File: src/design/fetch_settings.svh
`ifndef FETCH_SETTINGS_SVH
`define FETCH_SETTINGS_SVH

// datapath width, addresses and data alike
`define FETCH_XLEN 64

// first fetch address after reset, also the memory base
`define FETCH_RESET_PC 64'h0000_0000_8000_0000

// memory size in 64-bit words
`define FETCH_MEM_WORDS 256

// cycles from AR or last of AW/W to R or B valid
`define FETCH_MEM_LATENCY 3

// fill pattern, xored with the word index
`define FETCH_MEM_PATTERN 32'h5a3c_96e1

// addi x0, x0, 0
`define FETCH_NOP 32'h0000_0013

`endif

File: src/design/fetch_pkg.sv
`include "fetch_settings.svh"

package fetch_pkg;

  // program counter, full address width
  typedef logic [`FETCH_XLEN-1:0] pc_t;

  // one rv instruction, always 32 bits here
  typedef logic [31:0] inst_t;

  // request tag carried through the bus master
  typedef logic [3:0] req_id_t;

  // tag values per requester
  localparam req_id_t ID_FETCH = 4'd1;
  localparam req_id_t ID_DATA  = 4'd2;

endpackage

File: src/design/bus_pkg.sv
`include "fetch_settings.svh"

package bus_pkg;

  // byte address on the memory bus
  typedef logic [`FETCH_XLEN-1:0] addr_t;

  // one bus word
  typedef logic [`FETCH_XLEN-1:0] data_t;

  // one strobe bit per data byte
  typedef logic [`FETCH_XLEN/8-1:0] strb_t;

  // axi response code
  typedef logic [1:0] resp_t;

  // only okay is ever returned
  localparam resp_t RESP_OKAY = 2'b00;

endpackage

File: src/design/req_arbiter.sv
module req_arbiter
  import fetch_pkg::*;
  import bus_pkg::*;
(
  input  logic    clk,
  input  logic    rst_n,
  input  logic    fetch_valid_i,
  input  addr_t   fetch_addr_i,
  output logic    fetch_ready_o,
  output logic    fetch_done_o,
  output data_t   fetch_data_o,
  input  logic    data_valid_i,
  input  logic    data_we_i,
  input  addr_t   data_addr_i,
  input  data_t   data_wdata_i,
  input  strb_t   data_strb_i,
  output logic    data_ready_o,
  output logic    data_rvalid_o,
  output data_t   data_rdata_o,
  output logic    data_wdone_o,
  output logic    bus_valid_o,
  output logic    bus_we_o,
  output req_id_t bus_id_o,
  output addr_t   bus_addr_o,
  output data_t   bus_wdata_o,
  output strb_t   bus_strb_o,
  input  logic    bus_ready_i,
  input  logic    bus_done_i,
  input  req_id_t bus_done_id_i,
  input  data_t   bus_rdata_i
);

  // one request in flight, grant to done
  logic busy_q;
  // kind of the data request in flight
  logic we_q;
  logic grant;
  logic done_data;

  // data side has priority
  assign bus_valid_o = !busy_q && (data_valid_i || fetch_valid_i);
  assign grant       = bus_valid_o && bus_ready_i;

  // loser keeps its valid and sees no ready
  assign data_ready_o  = grant && data_valid_i;
  assign fetch_ready_o = grant && !data_valid_i;

  assign bus_we_o    = data_valid_i && data_we_i;
  assign bus_id_o    = data_valid_i ? ID_DATA : ID_FETCH;
  assign bus_addr_o  = data_valid_i ? data_addr_i : fetch_addr_i;
  assign bus_wdata_o = data_valid_i ? data_wdata_i : '0;
  assign bus_strb_o  = data_valid_i ? data_strb_i : '0;

  always_ff @(posedge clk or negedge rst_n) begin
    if (!rst_n) begin
      busy_q <= 1'b0;
      we_q   <= 1'b0;
    end else if (grant) begin
      busy_q <= 1'b1;
      we_q   <= bus_we_o;
    end else if (bus_done_i) begin
      busy_q <= 1'b0;
    end
  end

  // completion routed by returned id, no added cycles
  assign done_data     = bus_done_i && (bus_done_id_i == ID_DATA);
  assign fetch_done_o  = bus_done_i && (bus_done_id_i == ID_FETCH);
  assign fetch_data_o  = bus_rdata_i;
  assign data_rvalid_o = done_data && !we_q;
  assign data_wdone_o  = done_data && we_q;
  assign data_rdata_o  = bus_rdata_i;

endmodule

File: config.mk
export PLATFORM = sky130hd
export DESIGN_NAME = req_arbiter
export DESIGN_NICKNAME = d
export VERILOG_FILES = /design/src/design/fetch_pkg.sv /design/src/design/bus_pkg.sv /design/src/design/req_arbiter.sv
export VERILOG_INCLUDE_DIRS = /design/src /design/src/design
export SDC_FILE = /design/constraint.sdc
export NUM_CORES = 1
export LEC_CHECK = 0
export ABC_AREA = 1
export CAP_MARGIN = 5
export CORE_AREA = 5 5 213 215
export CTS_CLUSTER_DIAMETER = 80
export DETAILED_ROUTE_END_ITERATION = 10
export DIE_AREA = 0 0 218 220
export DONT_BUFFER_PORTS = 1
export PLACE_DENSITY = 0.3
export SLEW_MARGIN = 20
export SYNTH_ARGS = -nofsm -noshare
export SYNTH_HDL_FRONTEND = slang
export SYNTH_SLANG_ARGS = --single-unit
File: constraint.sdc
create_clock -name clk -period 1 [get_ports clk]
set_clock_uncertainty 0.05 [all_clocks]
set_input_delay 0.25 -clock clk [delete_from_list [all_inputs] [get_ports clk]]
set_output_delay 0.25 -clock clk [all_outputs]
set_load 0.01 [all_outputs]
* Word level (Yosys, flattened, before mapping)
Cells that the tools add are included.
Word-level totals: flip-flop bits (word level) 2, logic and storage cells 24
Cells by class: mux-type cells 6, reductions and logical operators 14, eq/ne operators 2
Operator list (count):
- $mux W64 | 2
- $logic_and A1 B1 Y1 | 9
- $mux W8 | 1
- $eq A4 B1 Y1 const B | 1
- $eq A4 B2 Y1 const B | 1
- $logic_not A1 Y1 | 3
- $mux W1 | 2
- $mux W2 | 1
- $reduce_bool A2 Y1 | 1
- $logic_or A1 B1 Y1 | 1

* Longest topological paths before layout
depth after elaboration 4, gate-level depth with buffers 5, depth with buffers taken out 5

* Least setup slack after synthesis
OpenSTA, ideal clock, no wires.
kind register to output, start point reg busy_q, end point out fetch_ready_o, slack -100 ps, data arrival time 800 ps, stages on the path, launching flop included 4, cell sequence dfrtp_1 > nor2_1 > nand3_1 > inv_1
On the way: cells in the longest elaborated chain, start to end 4
RTL lines:
- start: declaration | RTL line req_arbiter.sv:34 | logic busy_q;
- start signal: assignment | RTL line req_arbiter.sv:56 | busy_q <= 1'b0;
- start signal: assignment | RTL line req_arbiter.sv:59 | busy_q <= 1'b1;
- start signal: assignment | RTL line req_arbiter.sv:62 | busy_q <= 1'b0;
- $logic_not A1 Y1 | RTL line req_arbiter.sv:41 | assign bus_valid_o = !busy_q && (data_valid_i || fetch_valid_i);
- $logic_and A1 B1 Y1 | RTL line req_arbiter.sv:41
- net bus_valid_o | RTL line req_arbiter.sv:21 | output logic bus_valid_o,
- $logic_and A1 B1 Y1 | RTL line req_arbiter.sv:42 | assign grant = bus_valid_o && bus_ready_i;
- $logic_and A1 B1 Y1 | RTL line req_arbiter.sv:46 | assign fetch_ready_o = grant && !data_valid_i;
- end: declaration | RTL line req_arbiter.sv:9 | output logic fetch_ready_o,
The timed path passes the listed nets, and every way through them passes these cells.

* Worst setup path in the final report
start point in data_valid_i, end point out data_ready_o
On the way: cells in the longest elaborated chain, start to end 4
RTL lines:
- start: declaration | RTL line req_arbiter.sv:12 | input logic data_valid_i,
- $logic_or A1 B1 Y1 | RTL line req_arbiter.sv:41
- $logic_and A1 B1 Y1 | RTL line req_arbiter.sv:41
- $logic_and A1 B1 Y1 | RTL line req_arbiter.sv:42
- $logic_and A1 B1 Y1 (*) | RTL line req_arbiter.sv:45 | assign data_ready_o = grant && data_valid_i;
- end: declaration | RTL line req_arbiter.sv:17 | output logic data_ready_o,
Mark *: on every way between the ends. The rest lies on a longest branch, timed or not.

==> impl_metrics.csv <==
group,metric,value,unit
outcome,status,"finished with violations",
outcome,failed_checks,"setup timing",
power,vdd_ir_drop_max,0.683,mV
clock_tree,cts_tree,"built",
setup_path,cp.arrival,980,ps
clock_tree,insertion_delay,220,ps
power,p_int,1.11,mW
drt,post_drt_via_cell_ratio,2.56,
floorplanning,core_area,43500,um2
cells_and_area,final_common_cell,"nand2_1",
timing,finalSetupTns,-12170,ps
yosys,synth_top_cell_area_share,0.420,
placed_design,post-dp-hpwl,10.5,mm
placed_design,gp_congestion,0.647,
hold_path,min_path_type,"input pin to flop",
placed_design,place_inst,965,
cells_and_area,nNetsFinal,668,
floorplanning,die_area,48000,um2
yosys,yosys_warnings,0,
floorplanning,placementRows,77,
placed_design,pre_cts_slack,-187,ps
yosys,syn-instance-count,516,
clock_tree,cts_sinks,2,
timing,setup_viol,72,
yosys,avgSynthCellArea,4.95,um2
setup_path,r2r_cells,6,
power,power_density,568,nW/um2
setup_path,endpoint_kind,"output pin",
global_routing,first_global_vias,2259,
drt,ant_nets,0,
yosys,synth-seq-cells,2,
floorplanning,initial_core_util,0.0587,
timing,period_share,1.28,
yosys,synth_cell_types,14,
cells_and_area,final_cell_mix,"139 x nand2_1, 109 x nand2_4, 76 x inv_1",
power,p_switching,0.939,mW
clock_tree,clock-root-buffer,"clkbuf_16",
run,maxCapViolCount,0,
global_routing,gr-usage-all-layers,0.0478,
global_routing,grt_antenna_before_repair,2,
cells_and_area,fin_util,0.0830,
timing,post-route-min-period,1280,ps
floorplanning,die_w,218,um
yosys,yosysTopAreaCell,"buf_4",
clock_tree,clkTransAtPathRegs,30,ps
timing,hold_viol_final,0,
cells_and_area,fin_cells,984,
power,seqPwrFrac,0.058,
power,comb_power_share,0.649,
timing,fin_ws,-276,ps
power,switching_share,0.457,
drt,drcViolationCount,0,
drt,dr.first_iter.drc_count,125,
cells_and_area,area_growth,41.4,%
setup_path,path_cells,"clkinv_16 -> buf_16 -> nand2_4 -> nand3_4 -> nor2_4",
global_routing,grt_overflow,0,
setup_path,slowest_delay,180,ps
clock_tree,htree_levels,1,
power,leakagePower,2.01,nW
global_routing,grt_pass1_wl,16.1,mm
timing,rsz0062_at_grt,"yes",
yosys,ys_seq_area_frac,0.0196,
setup_path,worst-path-max-fanout,141,
setup_path,crit_type,"input pin to output pin",
drt,first_pass_iters,4,
setup_path,crit_required,700,ps
clock_tree,clockBufferDepth,2,
cells_and_area,n_fill_cell,5120,
drt,via_count,2522,
global_routing,grt_max_degree,142,
yosys,synth.area.top_cells,"buf_4 42%, nand2_1 40%, inv_1 11%, dfrtp_1 2.0%, buf_6 1.3%",
yosys,synth_area,2560,um2
clock_tree,numCtsBuffers,3,
setup_path,cp-start-kind,"input pin",
floorplanning,ios,550,
power,clock_power_share,0.293,
placed_design,port_buffers,0,
timing,drv_slew,0,
hold_path,hold_depth,1,
drt,routedWlPerCell,14.9,um
timing,max_freq,0.783,GHz
floorplanning,die_h,220,um
drt,routed_wl,14.6,mm
setup_path,cp_slowest_cell,"buf_16",
cells_and_area,drive_gt1_frac,0.427,
-- layer usage --
metal	global-route usage	up-vias	share of wire
met4	0.0190	2	0.040
met1	0.0481	1087	0.31
met5	0	-	0.00089
li1	-	1074	-
met2	0.0913	300	0.53
met3	0.0150	59	0.12
-- what timing repair did --
action / CTS / global route
resized for setup: 94 / 189
cloned: 7 / 2
buffers inserted: 3 / 6
endpoints found under the hold margin: 2 / 0
setup endpoints to repair: 70 / 71
pin swaps: 14 / 48
hold buffers: 1 / 0
-- cells in the mapped netlist --
| cell type | number |
|---|---|
| buf_2 | 5 |
| buf_4 | 143 |
| buf_6 | 3 |
| clkbuf_1 | 2 |
| conb_1 | 1 |
| dfrtp_1 | 2 |
| inv_1 | 78 |
| inv_2 | 1 |
| nand2_1 | 269 |
| nand3_1 | 3 |
| nand4_1 | 1 |
| nor2_1 | 6 |
| nor3b_1 | 1 |
| o21ai_0 | 1 |
-- critical path: cells and delay by family --
kind	cells	cell delay, ps
buffers and inverters	2	310
AND/OR/NAND/NOR	3	250
-- layout make-up --
| class | count | area [um2] | share of cell area |
|---|---|---|---|
| inverter | 79 | 323 | 0.0893 |
| clock buffer | 3 | 75.1 | 0.0208 |
| sequential | 2 | 51.3 | 0.0142 |
| multi-input combinational | 283 | 1990 | 0.552 |
| antenna | 1 | 2.50 | 0.000693 |
| timing repair inverter | 1 | 30.0 | 0.00831 |
| timing repair buffer | 23 | 398 | 0.110 |
| tap | 592 | 741 | 0.205 |
-- power by group through the flow --
| stage | registers, mW | logic [mW] | clock network [mW] |
|---|---|---|---|
| floorplan | 0.102 | 1.22 | 0 |
| global placement | 0.121 | 0.785 | 0 |
| detailed placement | 0.121 | 0.780 | 0 |
| CTS | 0.124 | 1.05 | 0.608 |
| global route | 0.126 | 1.44 | 0.618 |
| finish | 0.118 | 1.33 | 0.602 |
-- path summary, 6_finish.rpt --
path / start / endpoint / slack [ps]
setup / recovery: data_valid_i / data_ready_o / -280
max in group asynchronous: rst_n / we_q / 540
min in group asynchronous: rst_n / we_q / 220
hold reg to reg: we_q / we_q / 550
setup reg to reg: busy_q / we_q / -40
hold / removal: bus_done_i / busy_q / 70
-- flip-flops by register name, summed over array words and instances, names as in the netlist --
register  cells
busy_q        1
we_q          1
-- cell families after synthesis --
kind of cell    synth area share
flops                     0.0196
simple gates               0.415
compound gates           0.00196
other cells              0.00147
buf+inv                    0.562
-- through the flow --
stage | hold WS [ps] | power (mW) | area, um2
floorplan | -95.6 | 1.32 | 2560
global placement | -95.5 | 0.906 | 2270
detailed placement | -95.5 | 0.901 | 2270
CTS | 83.4 | 1.78 | 2820
global route | 63.7 | 2.18 | 3610
finish | 65.7 | 2.05 | 3610
Note: power is estimated with default switching activity, not from simulation.
