$ cat src/design/fetch_settings.svh
`ifndef FETCH_SETTINGS_SVH
`define FETCH_SETTINGS_SVH

// datapath width, addresses and data alike
`define FETCH_XLEN 64

// first fetch address after reset, also the memory base
`define FETCH_RESET_PC 64'h0000_0000_8000_0000

// memory size in 64-bit words
`define FETCH_MEM_WORDS 256

// cycles from AR or last of AW/W to R or B valid
`define FETCH_MEM_LATENCY 3

// fill pattern, xored with the word index
`define FETCH_MEM_PATTERN 32'h5a3c_96e1

// addi x0, x0, 0
`define FETCH_NOP 32'h0000_0013

`endif

$ cat src/design/fetch_pkg.sv
`include "fetch_settings.svh"

package fetch_pkg;

  // program counter, full address width
  typedef logic [`FETCH_XLEN-1:0] pc_t;

  // one rv instruction, always 32 bits here
  typedef logic [31:0] inst_t;

  // request tag carried through the bus master
  typedef logic [3:0] req_id_t;

  // tag values per requester
  localparam req_id_t ID_FETCH = 4'd1;
  localparam req_id_t ID_DATA  = 4'd2;

endpackage

$ cat src/design/bus_pkg.sv
`include "fetch_settings.svh"

package bus_pkg;

  // byte address on the memory bus
  typedef logic [`FETCH_XLEN-1:0] addr_t;

  // one bus word
  typedef logic [`FETCH_XLEN-1:0] data_t;

  // one strobe bit per data byte
  typedef logic [`FETCH_XLEN/8-1:0] strb_t;

  // axi response code
  typedef logic [1:0] resp_t;

  // only okay is ever returned
  localparam resp_t RESP_OKAY = 2'b00;

endpackage

$ cat src/design/bus_master.sv
module bus_master
  import fetch_pkg::*;
  import bus_pkg::*;
(
  input  logic    clk,
  input  logic    rst_n,
  input  logic    bus_valid_i,
  input  logic    bus_we_i,
  input  req_id_t bus_id_i,
  input  addr_t   bus_addr_i,
  input  data_t   bus_wdata_i,
  input  strb_t   bus_strb_i,
  output logic    bus_ready_o,
  output logic    bus_done_o,
  output req_id_t bus_done_id_o,
  output data_t   bus_rdata_o,
  output logic    ar_valid_o,
  output addr_t   ar_addr_o,
  output req_id_t ar_id_o,
  input  logic    ar_ready_i,
  input  logic    r_valid_i,
  input  data_t   r_data_i,
  input  resp_t   r_resp_i,
  input  logic    r_last_i,
  output logic    r_ready_o,
  output logic    aw_valid_o,
  output addr_t   aw_addr_o,
  input  logic    aw_ready_i,
  output logic    w_valid_o,
  output data_t   w_data_o,
  output strb_t   w_strb_o,
  output logic    w_last_o,
  input  logic    w_ready_i,
  input  logic    b_valid_i,
  output logic    b_ready_o
);

  typedef enum logic [1:0] {S_IDLE, S_ADDR, S_WAIT_R, S_WAIT_B} state_t;

  state_t  state_q;
  logic    we_q;
  req_id_t id_q;
  addr_t   addr_q;
  data_t   wdata_q;
  strb_t   strb_q;
  data_t   rdata_q;
  logic    r_final;
  logic    b_hs;

  assign bus_ready_o = (state_q == S_IDLE);
  // read data always taken
  assign r_ready_o   = 1'b1;
  assign b_ready_o   = (state_q == S_WAIT_B);
  // single beat, every read ends on its only beat
  assign r_final     = r_valid_i && r_ready_o && r_last_i;
  assign b_hs        = b_valid_i && b_ready_o;

  always_ff @(posedge clk or negedge rst_n) begin
    if (!rst_n) begin
      state_q    <= S_IDLE;
      ar_valid_o <= 1'b0;
      aw_valid_o <= 1'b0;
      w_valid_o  <= 1'b0;
      bus_done_o <= 1'b0;
    end else begin
      bus_done_o <= 1'b0;
      case (state_q)
        S_IDLE: begin
          // address phase opens the cycle after acceptance
          if (bus_valid_i) begin
            state_q    <= S_ADDR;
            ar_valid_o <= !bus_we_i;
            aw_valid_o <= bus_we_i;
            w_valid_o  <= bus_we_i;
          end
        end
        S_ADDR: begin
          if (we_q) begin
            // aw and w complete independently
            if (aw_ready_i) begin
              aw_valid_o <= 1'b0;
            end
            if (w_ready_i) begin
              w_valid_o <= 1'b0;
            end
            if ((!aw_valid_o || aw_ready_i) && (!w_valid_o || w_ready_i)) begin
              state_q <= S_WAIT_B;
            end
          end else if (ar_ready_i) begin
            ar_valid_o <= 1'b0;
            state_q    <= S_WAIT_R;
          end
        end
        S_WAIT_R: begin
          if (r_final) begin
            state_q    <= S_IDLE;
            bus_done_o <= 1'b1;
          end
        end
        default: begin
          if (b_hs) begin
            state_q    <= S_IDLE;
            bus_done_o <= 1'b1;
          end
        end
      endcase
    end
  end

  // request latched on grant, held for the whole transaction
  always_ff @(posedge clk) begin
    if (bus_valid_i && bus_ready_o) begin
      we_q    <= bus_we_i;
      id_q    <= bus_id_i;
      addr_q  <= bus_addr_i;
      wdata_q <= bus_wdata_i;
      strb_q  <= bus_strb_i;
    end
    // error beats read back as zero
    if (state_q == S_WAIT_R && r_final) begin
      rdata_q <= (r_resp_i == RESP_OKAY) ? r_data_i : '0;
    end
  end

  assign ar_addr_o     = addr_q;
  assign ar_id_o       = id_q;
  assign aw_addr_o     = addr_q;
  assign w_data_o      = wdata_q;
  assign w_strb_o      = strb_q;
  assign w_last_o      = 1'b1;
  assign bus_done_id_o = id_q;
  assign bus_rdata_o   = rdata_q;

endmodule

$ cat config.mk
export PLATFORM = sky130hd
export DESIGN_NAME = bus_master
export DESIGN_NICKNAME = d
export VERILOG_FILES = /design/src/design/fetch_pkg.sv /design/src/design/bus_pkg.sv /design/src/design/bus_master.sv
export VERILOG_INCLUDE_DIRS = /design/src /design/src/design
export SDC_FILE = /design/constraint.sdc
export NUM_CORES = 1
export LEC_CHECK = 0
export ABC_AREA = 1
export BUFFER_PORTS_ARGS = -buffer_cell sky130_fd_sc_hd__buf_2
export CAP_MARGIN = 5
export CELL_PAD_IN_SITES_DETAIL_PLACEMENT = 2
export CELL_PAD_IN_SITES_GLOBAL_PLACEMENT = 2
export CORE_AREA = 2 2 194 196
export CTS_CLUSTER_SIZE = 12
export DETAILED_ROUTE_END_ITERATION = 16
export DIE_AREA = 0 0 196 198
export GPL_TIMING_DRIVEN = 0
export PLACE_DENSITY = 0.79
export SETUP_SLACK_MARGIN = 0.2
export SLEW_MARGIN = 25
export SYNTH_ARGS = -nofsm -noshare
export SYNTH_HDL_FRONTEND = slang
export SYNTH_SLANG_ARGS = --single-unit
$ cat constraint.sdc
create_clock -name clk -period 4.47 [get_ports clk]
set_input_delay 0.894 -clock clk [delete_from_list [all_inputs] [get_ports clk]]
set_output_delay 0.894 -clock clk [all_outputs]
set_load 0.005 [all_outputs]
Yosys cells after proc, flatten, opt, wreduce, memory -nomap -nowiden. Cells that the tools add are included.

Register bits: 211. Input bits: 216. Output and inout port bits: 280.

Multiplexer cells: 21. Reduce and logical (&&, ||, !) cells: 19. Equal/unequal tests: 12.

Operators by type and width (number): inequality test 2 bit (second input constant) (7); two-way mux 2 bit (6); AND reduction 4 bit (3); two-way mux 1 bit (10); one-hot mux 1 bit (2 select lines) (4); inequality test 3 bit (second input constant) (2); one-hot mux 2 bit (3 select lines) (1); logical AND 1 bit (5); AND reduction 5 bit (1); equality test 2 bit (second input constant) (2); logical NOT 2 bit (2); nonzero test 4 bit (1); logical NOT 1 bit (3); equality test 2 x 1 -> 1 bit (second input constant) (1); logical OR 1 bit (2); nonzero test 2 bit (1); OR reduction 2 bit (1).

Depth between registers and ports, before layout.
Depth after elaboration: 6. Gate-level depth with buffers: 8. Gate-level depth less buffers: 8.

Worst setup path before layout. No wires, ideal clock.

Path type: in2reg. Start point: input bus_valid_i. End point: register addr_q[0] (netlist: ar_addr_o[0]), enable pin. Slack: 281 ps. Data arrival time: 3695 ps. Required time: 3976 ps. Cell stages on the path: 2. Cells stage by stage: nand2_1 inv_1.

Word-level cells in the longest chain between the ends: 1.

RTL lines: from (decl) (RTL line bus_master.sv:7) `input logic bus_valid_i,`; logical AND 1 bit (RTL line bus_master.sv:112) `if (bus_valid_i && bus_ready_o) begin`; to (signal assigned) (RTL line bus_master.sv:115) `addr_q <= bus_addr_i;`; to (decl) (RTL line bus_master.sv:43) `addr_t addr_q;`.

No other way between the ends. A chain may end at the register's enable or synchronous reset.

Final worst setup path.
Start point: register state_q[1]. End point: output bus_ready_o.

Word-level cells in the longest chain between the ends: 1.

RTL lines: from (decl) (RTL line bus_master.sv:40) `state_t state_q;`; from (signal assigned) (RTL line bus_master.sv:60) `state_q <= S_IDLE;`; from (signal assigned) (RTL line bus_master.sv:71) `state_q <= S_ADDR;`; from (signal assigned) (RTL line bus_master.sv:87) `state_q <= S_WAIT_B;`; logical NOT 2 bit (RTL line bus_master.sv:50) `assign bus_ready_o = (state_q == S_IDLE);`; to (decl) (RTL line bus_master.sv:13) `output logic bus_ready_o,`.

No other way between the ends.

==> results.ini <==
[status]
status = complete, no violations

[global_route]
antenna_found_initial = 4
gr-total-overflow = 0
grt_pass1_vias = 6161
grt_use_total_pct = 13.4
grt_max_degree = 91
grt_pass1_wl_um = 38600

[worst_setup_path]
crit_arrival_ps = 1450
cp-start-kind = flop
cp.required_ps = 3580
crit_chain = inv_1 -> ha_1 -> buf_2
cp_max_fo = 6
crit_path_top_delay_cell = dfrtp_1
r2r_end = ar_addr_o[41]
critical_path_class = reg2out
slowest_delay_ps = 420
reg2reg_from = state_q[1]
cp-end-kind = output pin
reg2reg_slack_ps = 2310
worst_r2r_path_depth = 5

[yosys]
netlist.area_leader.share_pct = 75.2
synth_common_cells = edfxtp_1, inv_1, buf_4, nor2_4, nand2_1
synth.most_common_cell = edfxtp_1
synth-seq-cells = 211
yosys.area.top_type = edfxtp_1
seq_area_frac_synth_pct = 77.0
async_flop_share_pct = 2.84
synth_flop_cell = edfxtp_1
synth_cells = 477
ys_top_cells_by_area = edfxtp_1, nor2_4, buf_4
syn_area_um2 = 8190
synth_cell_type_count = 16
syn_area_per_cell_um2 = 17.2
yosysWarningCount = 0
synth_edf_count = 205

[timing]
fin_crit_ps = 2340
rsz0062_at_grt = no
fin_skew_ps = 19.1
fmax_mhz = 427
hold_viol = 0
worst_pin_slew_ps = 549
slew_viol_final = 0
fin_crit_sh_pct = 52.4
relSlewSlack_pct = 63.3
setup_violations = 0

[power]
power_w = 0.00582
power.density_nw_per_um2 = 482
peakVddDrop_uv = 234
p_leak_nw = 5.41

[run]
drv_cap = 0

[routing]
post-route-drc-count = 0
first_iter_violations = 167
ant_nets = 0
drt_pass1_iterations = 4
viasPerCell = 3.76
routed_wl_um = 27300
vias = 5607
wl_per_cell_um = 18.3

[place]
placed_area_um2 = 11300
place.gp.congestion = 0.726
place_inst = 1448
numPortBuffers = 493
hpwl_um = 22200

[floorplanning]
die_width_um = 196
dieArea_um2 = 38800
core.rowCount = 71
io_pins = 496
die-height_um = 198
initial_core_util_pct = 22.2
core_area_um2 = 37000

[layout]
area_growth_pct = 47.5
layoutNonFillerInstCount = 1491
stdcell_area_um2 = 12100
drive_above_1_share_pct = 65.6
n_fill_cell = 3960
finalNetCount = 1221

[cts]
clockBufferDepth = 3
cts_resized = 0
post_cts_buffers = 0
clock_sinks = 211
ctsHoldBuffers = 0
cts_made_buffers = 24
cts_tree = done
clk_pin_slew_ps = 60
root_buffer = clkbuf_16
worstSkewPairLatency_ps = 530
cts_htree_levels = 1

[hold_path]
hold_path_class = in2async

[registers in the layout, indices dropped and copies added (netlist names)]
name,cells
w_valid_o,1
ar_valid_o,1
aw_valid_o,1
bus_rdata_o,64
bus_done_o,1
ar_id_o,4
we_q,1
ar_addr_o,64
w_data_o,64
state_q,2
w_strb_o,8
[layout by cell type, fill, tap and decap left out, types with 5 or more instances in the layout]
| master | netlist | routed |
|---|---|---|
| clkbuf_16 | 0 | 24 |
| ha_1 | 5 | 5 |
| nor2_4 | 60 | 61 |
| nor2_1 | 10 | 9 |
| buf_4 | 70 | 70 |
| inv_1 | 76 | 75 |
| edfxtp_1 | 205 | 205 |
| dfrtp_1 | 6 | 6 |
| buf_12 | 6 | 8 |
| clkinv_1 | 0 | 6 |
| nand2_1 | 23 | 23 |
| buf_2 | 0 | 493 |
[layout make-up]
class | instances | area, um^2 | area share, %
inverter | 76 | 293 | 2.42
tap | 474 | 593 | 4.91
multi-input combinational | 114 | 953 | 7.89
buffer | 77 | 657 | 5.44
timing repair buffer | 496 | 2530 | 21.0
clock buffer | 28 | 616 | 5.10
antenna | 1 | 2.50 | 0.0207
clock inverter | 14 | 126 | 1.05
sequential | 211 | 6310 | 52.2
[kinds of logic (layout without fill, tap and decap cells)]
kind of cell    count (synthesis)  count (layout)  synth area share, %
compound gates                  9               9                0.611
simple gates                   98              98                 10.1
flops                         211             211                 77.0
fa+ha+maj                       5               5                0.764
other cells                     1               3               0.0458
buf+inv                       153             691                 11.5
[per-stage QoR]
stage | util, % | setup WS (ps) | setup TNS, ps | hold WS, ps
4_1_cts | 32.7 | 2090 | 0 | 185
3_5_place_dp | 30.7 | 2100 | 0 | 559
5_1_grt | 32.7 | 2040 | 0 | 191
6_report | 32.7 | 2130 | 0 | 213
3_3_place_gp | 30.5 | -1090 | -202320 | 493
2_1_floorplan | - | 281 | 0 | 491
[per-layer routing]
metal	wire, um	up-vias	GRT usage, %
met5	22	-	0
met4	452	4	3.03
met3	2720	36	5.30
met2	15400	300	26.8
met1	8720	2695	12.6
li1	-	2572	-
[power breakdown]
part / internal, W / switching (W) / leakage (nW) / total (W)
clock: 0.00110 / 0.000788 / 0.361 / 0.00188
combinational: 0.000549 / 0.000667 / 3.07 / 0.00122
sequential: 0.00258 / 0.000140 / 1.98 / 0.00272
total: 0.00423 / 0.00160 / 5.41 / 0.00582
[critical path, delay by kind of cell (launching register included)]
kind	cells	cell delay [ps]
fa+ha+maj	1	250
buf+inv	2	260
flops	1	420
[worst max path at each step]
stage	startpoint	to	depth (start not counted)
floorplan	bus_valid_i	ar_addr_o[0]	2
global placement	r_valid_i	bus_rdata_o[22]	3
detailed placement	bus_valid_i	w_data_o[60]	4
CTS	state_q[0]	bus_ready_o	3
global route	state_q[0]	bus_ready_o	3
finish	state_q[1]	bus_ready_o	3
(Power assumes the default switching activity.)
