--- src/design/fetch_settings.svh ---
`ifndef FETCH_SETTINGS_SVH
`define FETCH_SETTINGS_SVH

// datapath width, addresses and data alike
`define FETCH_XLEN 64

// first fetch address after reset, also the memory base
`define FETCH_RESET_PC 64'h0000_0000_8000_0000

// memory size in 64-bit words
`define FETCH_MEM_WORDS 256

// cycles from AR or last of AW/W to R or B valid
`define FETCH_MEM_LATENCY 3

// fill pattern, xored with the word index
`define FETCH_MEM_PATTERN 32'h5a3c_96e1

// addi x0, x0, 0
`define FETCH_NOP 32'h0000_0013

`endif

--- src/design/fetch_pkg.sv ---
`include "fetch_settings.svh"

package fetch_pkg;

  // program counter, full address width
  typedef logic [`FETCH_XLEN-1:0] pc_t;

  // one rv instruction, always 32 bits here
  typedef logic [31:0] inst_t;

  // request tag carried through the bus master
  typedef logic [3:0] req_id_t;

  // tag values per requester
  localparam req_id_t ID_FETCH = 4'd1;
  localparam req_id_t ID_DATA  = 4'd2;

endpackage

--- src/design/bus_pkg.sv ---
`include "fetch_settings.svh"

package bus_pkg;

  // byte address on the memory bus
  typedef logic [`FETCH_XLEN-1:0] addr_t;

  // one bus word
  typedef logic [`FETCH_XLEN-1:0] data_t;

  // one strobe bit per data byte
  typedef logic [`FETCH_XLEN/8-1:0] strb_t;

  // axi response code
  typedef logic [1:0] resp_t;

  // only okay is ever returned
  localparam resp_t RESP_OKAY = 2'b00;

endpackage

--- src/design/pc_gen.sv ---
`include "fetch_settings.svh"

module pc_gen
  import fetch_pkg::*;
  import bus_pkg::*;
(
  input  logic  clk,
  input  logic  rst_n,
  input  logic  redirect_i,
  input  pc_t   redirect_pc_i,
  input  logic  inst_ready_i,
  output logic  fetch_valid_o,
  output addr_t fetch_addr_o,
  input  logic  fetch_ready_i,
  input  logic  fetch_done_i,
  input  data_t fetch_data_i,
  output logic  inst_valid_o,
  output inst_t inst_o,
  output pc_t   inst_pc_o
);

  pc_t   pc_q;
  // fetch accepted by the arbiter, completion not yet seen
  logic  wait_q;
  // outstanding fetch belongs to the old path
  logic  stale_q;
  inst_t inst_q;
  addr_t req_addr_q;
  logic  fetch_hs;
  logic  inst_hs;
  logic  outstanding;
  logic  issue;

  assign fetch_hs    = fetch_valid_o & fetch_ready_i;
  assign inst_hs     = inst_valid_o & inst_ready_i;
  assign outstanding = fetch_valid_o | wait_q;
  // one fetch at a time, none while an instruction is held
  assign issue       = !outstanding && !inst_valid_o && !redirect_i;

  always_ff @(posedge clk or negedge rst_n) begin
    if (!rst_n) begin
      pc_q          <= `FETCH_RESET_PC;
      fetch_valid_o <= 1'b0;
      wait_q        <= 1'b0;
      stale_q       <= 1'b0;
      inst_valid_o  <= 1'b0;
    end else begin
      // request stays up until the arbiter takes it
      if (issue) begin
        fetch_valid_o <= 1'b1;
      end else if (fetch_hs) begin
        fetch_valid_o <= 1'b0;
        wait_q        <= 1'b1;
      end
      if (fetch_done_i) begin
        wait_q <= 1'b0;
      end
      // redirect mid-flight, throw the returning word away
      if (fetch_done_i) begin
        stale_q <= 1'b0;
      end else if (redirect_i && outstanding) begin
        stale_q <= 1'b1;
      end
      // redirect wins over delivery and acceptance
      if (redirect_i) begin
        pc_q         <= redirect_pc_i;
        inst_valid_o <= 1'b0;
      end else if (fetch_done_i && !stale_q) begin
        inst_valid_o <= 1'b1;
      end else if (inst_hs) begin
        inst_valid_o <= 1'b0;
        pc_q         <= pc_q + pc_t'(4);
      end
    end
  end

  always_ff @(posedge clk) begin
    if (issue) begin
      req_addr_q <= addr_t'(pc_q);
    end
    // pc bit 2 picks the half of the word
    if (fetch_done_i) begin
      inst_q <= pc_q[2] ? fetch_data_i[63:32] : fetch_data_i[31:0];
    end
  end

  // word aligned request
  assign fetch_addr_o = {req_addr_q[`FETCH_XLEN-1:3], 3'b000};
  // pc only advances on acceptance, so it names the held instruction
  assign inst_pc_o    = pc_q;
  assign inst_o       = inst_valid_o ? inst_q : inst_t'(`FETCH_NOP);

endmodule

--- config.mk ---
export PLATFORM = sky130hd
export DESIGN_NAME = pc_gen
export DESIGN_NICKNAME = d
export VERILOG_FILES = /design/src/design/fetch_pkg.sv /design/src/design/bus_pkg.sv /design/src/design/pc_gen.sv
export VERILOG_INCLUDE_DIRS = /design/src /design/src/design
export SDC_FILE = /design/constraint.sdc
export NUM_CORES = 1
export LEC_CHECK = 0
export BUFFER_PORTS_ARGS = -buffer_cell sky130_fd_sc_hd__buf_2
export CORE_UTILIZATION = 53
export DETAILED_ROUTE_END_ITERATION = 7
export MAX_ROUTING_LAYER = met4
export PLACE_DENSITY = 0.92
export SETUP_SLACK_MARGIN = 0.1
export SYNTH_ARGS = -nofsm -noshare
export SYNTH_HDL_FRONTEND = slang
export SYNTH_SLANG_ARGS = --single-unit
export TNS_END_PERCENT = 100
--- constraint.sdc ---
create_clock -name clk -period 21.8 [get_ports clk]
set_input_delay 0 -clock clk [delete_from_list [all_inputs] [get_ports clk]]
set_output_delay 0 -clock clk [all_outputs]
set_load 0.03 [all_outputs]
Word level (Yosys, flattened, before mapping)
Cells that the tools add are included.
{"block": "totals", "reg_bits": 164, "input_bits": 134, "out_inout_bits": 162, "word_cells": 43}
{"block": "classes", "addsub": 1, "n_eq_ne": 2, "muxes": 15, "n_bitwise": 3, "reduce_logical": 15}
{"operator": "two-way mux 64 bit", "n": 3}
{"operator": "adder 64 x 3 -> 64 bit, second input constant", "n": 1}
{"operator": "two-way mux 32 bit", "n": 2}
{"operator": "two-way mux 1 bit", "n": 10}
{"operator": "nonzero test 2 bit", "n": 4}
{"operator": "logical AND 1 bit", "n": 4}
{"operator": "zero test 1 bit", "n": 4}
{"operator": "!= test 2 bit, second input constant", "n": 2}
{"operator": "AND reduction 2 bit", "n": 2}
{"operator": "nonzero test 3 bit", "n": 1}
{"operator": "bitwise AND 1 bit", "n": 2}
{"operator": "OR 1 bit", "n": 1}

Logic depth before layout (Yosys ltp)
{"block": "depth", "word_depth": 6, "depth_mapped": 8, "depth_no_buf": 6}

Worst setup path before layout
Ideal clock, no wire load.
{"block": "synth_timing", "kind": "flip-flop to flip-flop", "start": "register inst_valid_o", "end": "register req_addr_q[10] (enable)", "setup_time_ns": 0.635, "arrival_time_ns": 6.542, "required_time_ns": 21.165, "path_slack_ns": 14.624, "path_stages_with_launch": 2, "n_path_buf": 0, "synth_period_minus_slack_ns": 7.176, "path_cell_list": "dfrtp_1 nor4_1"}
{"block": "synth_via", "elab_chain_cells": 3}
{"item": "start: declaration", "line": "pc_gen.sv:17", "text": "output logic inst_valid_o,"}
{"item": "start signal: assignment", "line": "pc_gen.sv:46", "text": "inst_valid_o <= 1'b0;"}
{"item": "start signal: assignment", "line": "pc_gen.sv:67", "text": "inst_valid_o <= 1'b0;"}
{"item": "start signal: assignment", "line": "pc_gen.sv:69", "text": "inst_valid_o <= 1'b1;"}
{"item": "zero test 1 bit", "line": "pc_gen.sv:38", "text": "assign issue = !outstanding && !inst_valid_o && !redirect_i;"}
{"item": "logical AND 1 bit (2 in series)", "line": "pc_gen.sv:38"}
{"item": "named net issue", "line": "pc_gen.sv:32", "text": "logic issue;"}
{"item": "end signal: assignment", "line": "pc_gen.sv:79", "text": "req_addr_q <= addr_t'(pc_q);"}
{"item": "end: declaration", "line": "pc_gen.sv:28", "text": "addr_t req_addr_q;"}
The timed path passes the listed nets, and every way through them passes these cells.
A chain may end at the register's enable or synchronous reset.

Final worst setup path
{"block": "layout_timing", "start": "register inst_valid_o", "end": "register pc_q[54], in the netlist inst_pc_o[54]"}
{"block": "layout_via", "elab_chain_cells": 3}
{"item": "bitwise AND 1 bit", "line": "pc_gen.sv:35", "text": "assign inst_hs = inst_valid_o & inst_ready_i;"}
{"item": "nonzero test 2 bit (no line)"}
{"item": "AND reduction 2 bit (no line)"}
{"item": "end signal: assignment", "line": "pc_gen.sv:42", "text": "pc_q <= `FETCH_RESET_PC;"}
{"item": "end signal: assignment", "line": "pc_gen.sv:66", "text": "pc_q <= redirect_pc_i;"}
{"item": "end signal: assignment", "line": "pc_gen.sv:72", "text": "pc_q <= pc_q + pc_t'(4);"}
{"item": "end: declaration", "line": "pc_gen.sv:22", "text": "pc_t pc_q;"}
Every way passes these cells.

==> flow_summary_export.csv <==
group,metric,value,unit
status,outcome,"finished, final reports clean",
floorplanning,dieWidth,120,um
pwr,p_int,595,uW
grt,grt_max_degree,84,
sta,hold_ws,0.231,ns
setup_path,critPathMaxFanout,37,
logic_synthesis,synthCells,631,
pwr,seqPwrFrac,45.0,%
floorplanning,start_util,55.1,%
routing,viasPerCell,6.00,
setup_path,cp.arrival,3.58,ns
clock_tree,numClockSinks,161,
clock_tree,cts_tree,"yes",
setup_path,cp-end-kind,"flop",
placed_design,portBuffers,292,
routing,wl_per_cell,21.1,um
routing,finalWirelength,26100,um
clock_tree,clk_latency,0.43,ns
clock_tree,cts.clk_slew.worst_paths,0.07,ns
cells_and_area,multiInputGateArea,2750,um2
logic_synthesis,syn_area,7410,um2
logic_synthesis,syn_avg_cell_area,11.8,um2
sta,fin_tns_setup,0,ns
grt,grt_pass1_wl,39900,um
floorplanning,rows,42,
logic_synthesis,synthMuxAreaShare,5.57,%
grt,gr-usage-all-layers,37.8,%
sta,rsz0062_at_grt,"no",
cells_and_area,utilization,80.9,%
sta,period_share,14.9,%
setup_path,critPathLaunch,"inst_valid_o",
routing,ant_nets,0,
logic_synthesis,ys_top_cells_by_area,"edfxtp_1 38%, dfrtp_1 23%, mux2_2 5.2%",
logic_synthesis,synth-edff-count,93,
sta,max_freq,309,MHz
cells_and_area,area_growth_syn_to_layout,46.8,%
clock_tree,cts_root_buffer,"clkbuf_16",
pwr,power,860,uW
logic_synthesis,synth_compound_area_share,8.00,%
logic_synthesis,synth_top_area_share,37.7,%
cells_and_area,final_nets,1180,
setup_path,worst_r2r_endpoint,"inst_pc_o[54]",
setup_path,worstSetupPathType,"reg -> reg",
placed_design,gp_congestion,0.871,
setup_path,startpoint_type,"flop",
pwr,p_leak,0.00457,uW
min_path,hp-class,"in -> reg",
floorplanning,coreArea,13500,um2
clock_tree,post-cts-setup-buffers,0,
routing,drt_iter0_drc,714,
setup_path,required,22.15,ns
placed_design,dp_cells,1071,
logic_synthesis,ys_warn_count,0,
routing,dr.pass1.iters,5,
sta,min_period,3.24,ns
pwr,switching_power,265,uW
pwr,clkPwrFrac,34.2,%
pwr,irDropWorstVdd,0.0000528,V
setup_path,worst-r2r-setup-slack,18.56,ns
logic_synthesis,synthSimpleGateAreaFrac,19.9,%
grt,grt_pass1_vias,7428,
logic_synthesis,synthAdderAreaFrac,0.169,%
cells_and_area,layout-drive-gt1-share,34.9,%
logic_synthesis,async_reset_ff_share,42.2,%
logic_synthesis,synth_top_family_by_area,"simple AND/OR/NAND/NOR gates",
logic_synthesis,ys.flop_type,"edfxtp_1",
logic_synthesis,synth_top_area_cell,"edfxtp_1",
logic_synthesis,ys_ff_latch,161,
clock_tree,cts_htree_levels,4,
clock_tree,cts_made_buffers,17,
cells_and_area,stdcell_count,1237,
sta,tightest_slew,0.979,ns
clock_tree,cts_buffer_depth,2,
sta,clock_skew,0.0135,ns
logic_synthesis,synth-seq-area-share,60.6,%
grt,antenna_found_initial,3,
grt,overflow,0,
floorplanning,die_y,120,um
cells_and_area,seqCellArea,4500,um2
routing,drc_errors,0,
pwr,p_per_area,79.0,nW/um2
clock_tree,post_cts_resized,0,
setup_path,r2r_cells,5,
logic_synthesis,ys_types,51,
pwr,comb_power_share,20.8,%
setup_path,worstReg2RegStart,"inst_valid_o",
placed_design,dp_hpwl,15100,um
routing,vias,7418,
pwr,switching_share,30.8,%
sta,setup_viol,0,
cells_and_area,fill_cells,753,
flow_run,cap_violations,0,
sta,hold_viol,0,
floorplanning,dieArea,14500,um2
setup_path,worstSetupEndpoint,"inst_pc_o[54]",
sta,relSlewSlack,34.7,%
logic_synthesis,synthXorXnorAreaFrac,3.19,%
sta,drv_slew,0,
floorplanning,pin_count,296,
==> state kept, by name (all words and copies together), names as in the netlist <==
signal / count
inst_pc_o: 64
inst_valid_o: 1
stale_q: 1
inst_q: 32
req_addr_q: 61
fetch_valid_o: 1
wait_q: 1
==> synth_stat cells (2+ instances only) <==
cell,n
edfxtp_1,93
dfrtp_1,67
nand2_1,52
o21ai_0,36
nor2_1,35
and2_1,34
mux2_2,34
clkbuf_1,27
nand4_1,27
a31oi_1,26
nand3_1,26
or4_1,20
o31ai_1,18
xnor2_1,15
and3_1,14
nor4_1,13
xor2_1,12
or3_1,9
and4_1,8
inv_1,8
nand2b_1,7
nor3_1,7
nor2b_1,5
a21oi_1,3
buf_4,3
mux2i_1,3
a221o_1,2
a22oi_1,2
buf_1,2
or2_2,2
==> worst max-delay path, cell delays in order (launching register included) <==
cell     delay [ns]
dfrtp_1        0.99
nand2_1        0.29
nor4_2         0.75
nand4_1        0.40
or4_1          0.55
a31oi_1        0.18
==> timing repair <==
item / 4_1_cts / 5_1_grt
endpoints found under the setup margin: 0 / 0
endpoints found under the hold margin: 166 / 0
hold buffers: 131 / 0
==> power groups by stage <==
stage	logic [uW]	clock network [uW]	registers, uW
2_1_floorplan	52.2	0	429
3_3_place_gp	145	0	388
3_5_place_dp	149	0	390
4_1_cts	172	293	384
5_1_grt	188	308	390
6_report	179	294	387
==> routing by layer <==
metal | global-route usage, % | vias up | part of all wire [%]
li1 | - | 3206 | -
met1 | 40.7 | 3527 | 34
met5 | - | - | 0
met4 | 20.5 | 0 | 5.2
met3 | 8.44 | 128 | 9.2
met2 | 65.1 | 557 | 52
==> cell type report <==
type                    count  share of cell area (%)
clock buffers              20                    4.01
inverters                   9                   0.310
well taps                 176                    2.02
diodes                      3                  0.0690
clock inverters            12                    1.24
multi-input cells         429                    25.3
repair buffers            427                    25.8
flip-flops and latches    161                    41.3
==> cells in the final DEF (no fill, tap or decap), drive strengths merged, types with 10 or more instances in the layout <==
cell type and n:
xor2 12, and3 14, nand2 52, nor4 14, and2 34, inv 10
clkbuf 20, or4 20, dlygate4sd3 131, o21ai 37, buf 296, a31oi 26
mux2 34, edfxtp 93, xnor2 15, or3 10, nand4 28, o31ai 18
dfrtp 67, nand3 26, nor2 35
==> how the worst min path moves through the flow <==
stage                            start             to  slack [ns]  cells after the start
after global routing      fetch_done_i        stale_q        0.23                      2
after floorplan                  rst_n  fetch_valid_o       -0.30                      0
final                     fetch_done_i     inst_q[27]        0.23                      1
after CTS                 fetch_done_i         wait_q        0.16                      2
after global placement           rst_n   inst_pc_o[0]        0.17                      1
after detailed placement         rst_n   inst_pc_o[0]        0.18                      1
==> cells by family after synthesis <==
logic type               count (synthesis)
multiplexers                            37
flip-flops                             161
buffers and inverters                   43
AO/OA/AOI/OAI                           95
AND/OR/NAND/NOR                        266
adder cells (fa/ha/maj)                  1
XOR/XNOR                                27
other                                    1
==> per-stage QoR <==
step	instance area (um2)	worst slack (ns)
finish	10900	18.56
global route	10900	18.32
CTS	10900	18.76
detailed placement	8990	18.79
global placement	8990	18.92
floorplan	7420	14.62
No activity file was read; power rests on OpenSTA's default activity.
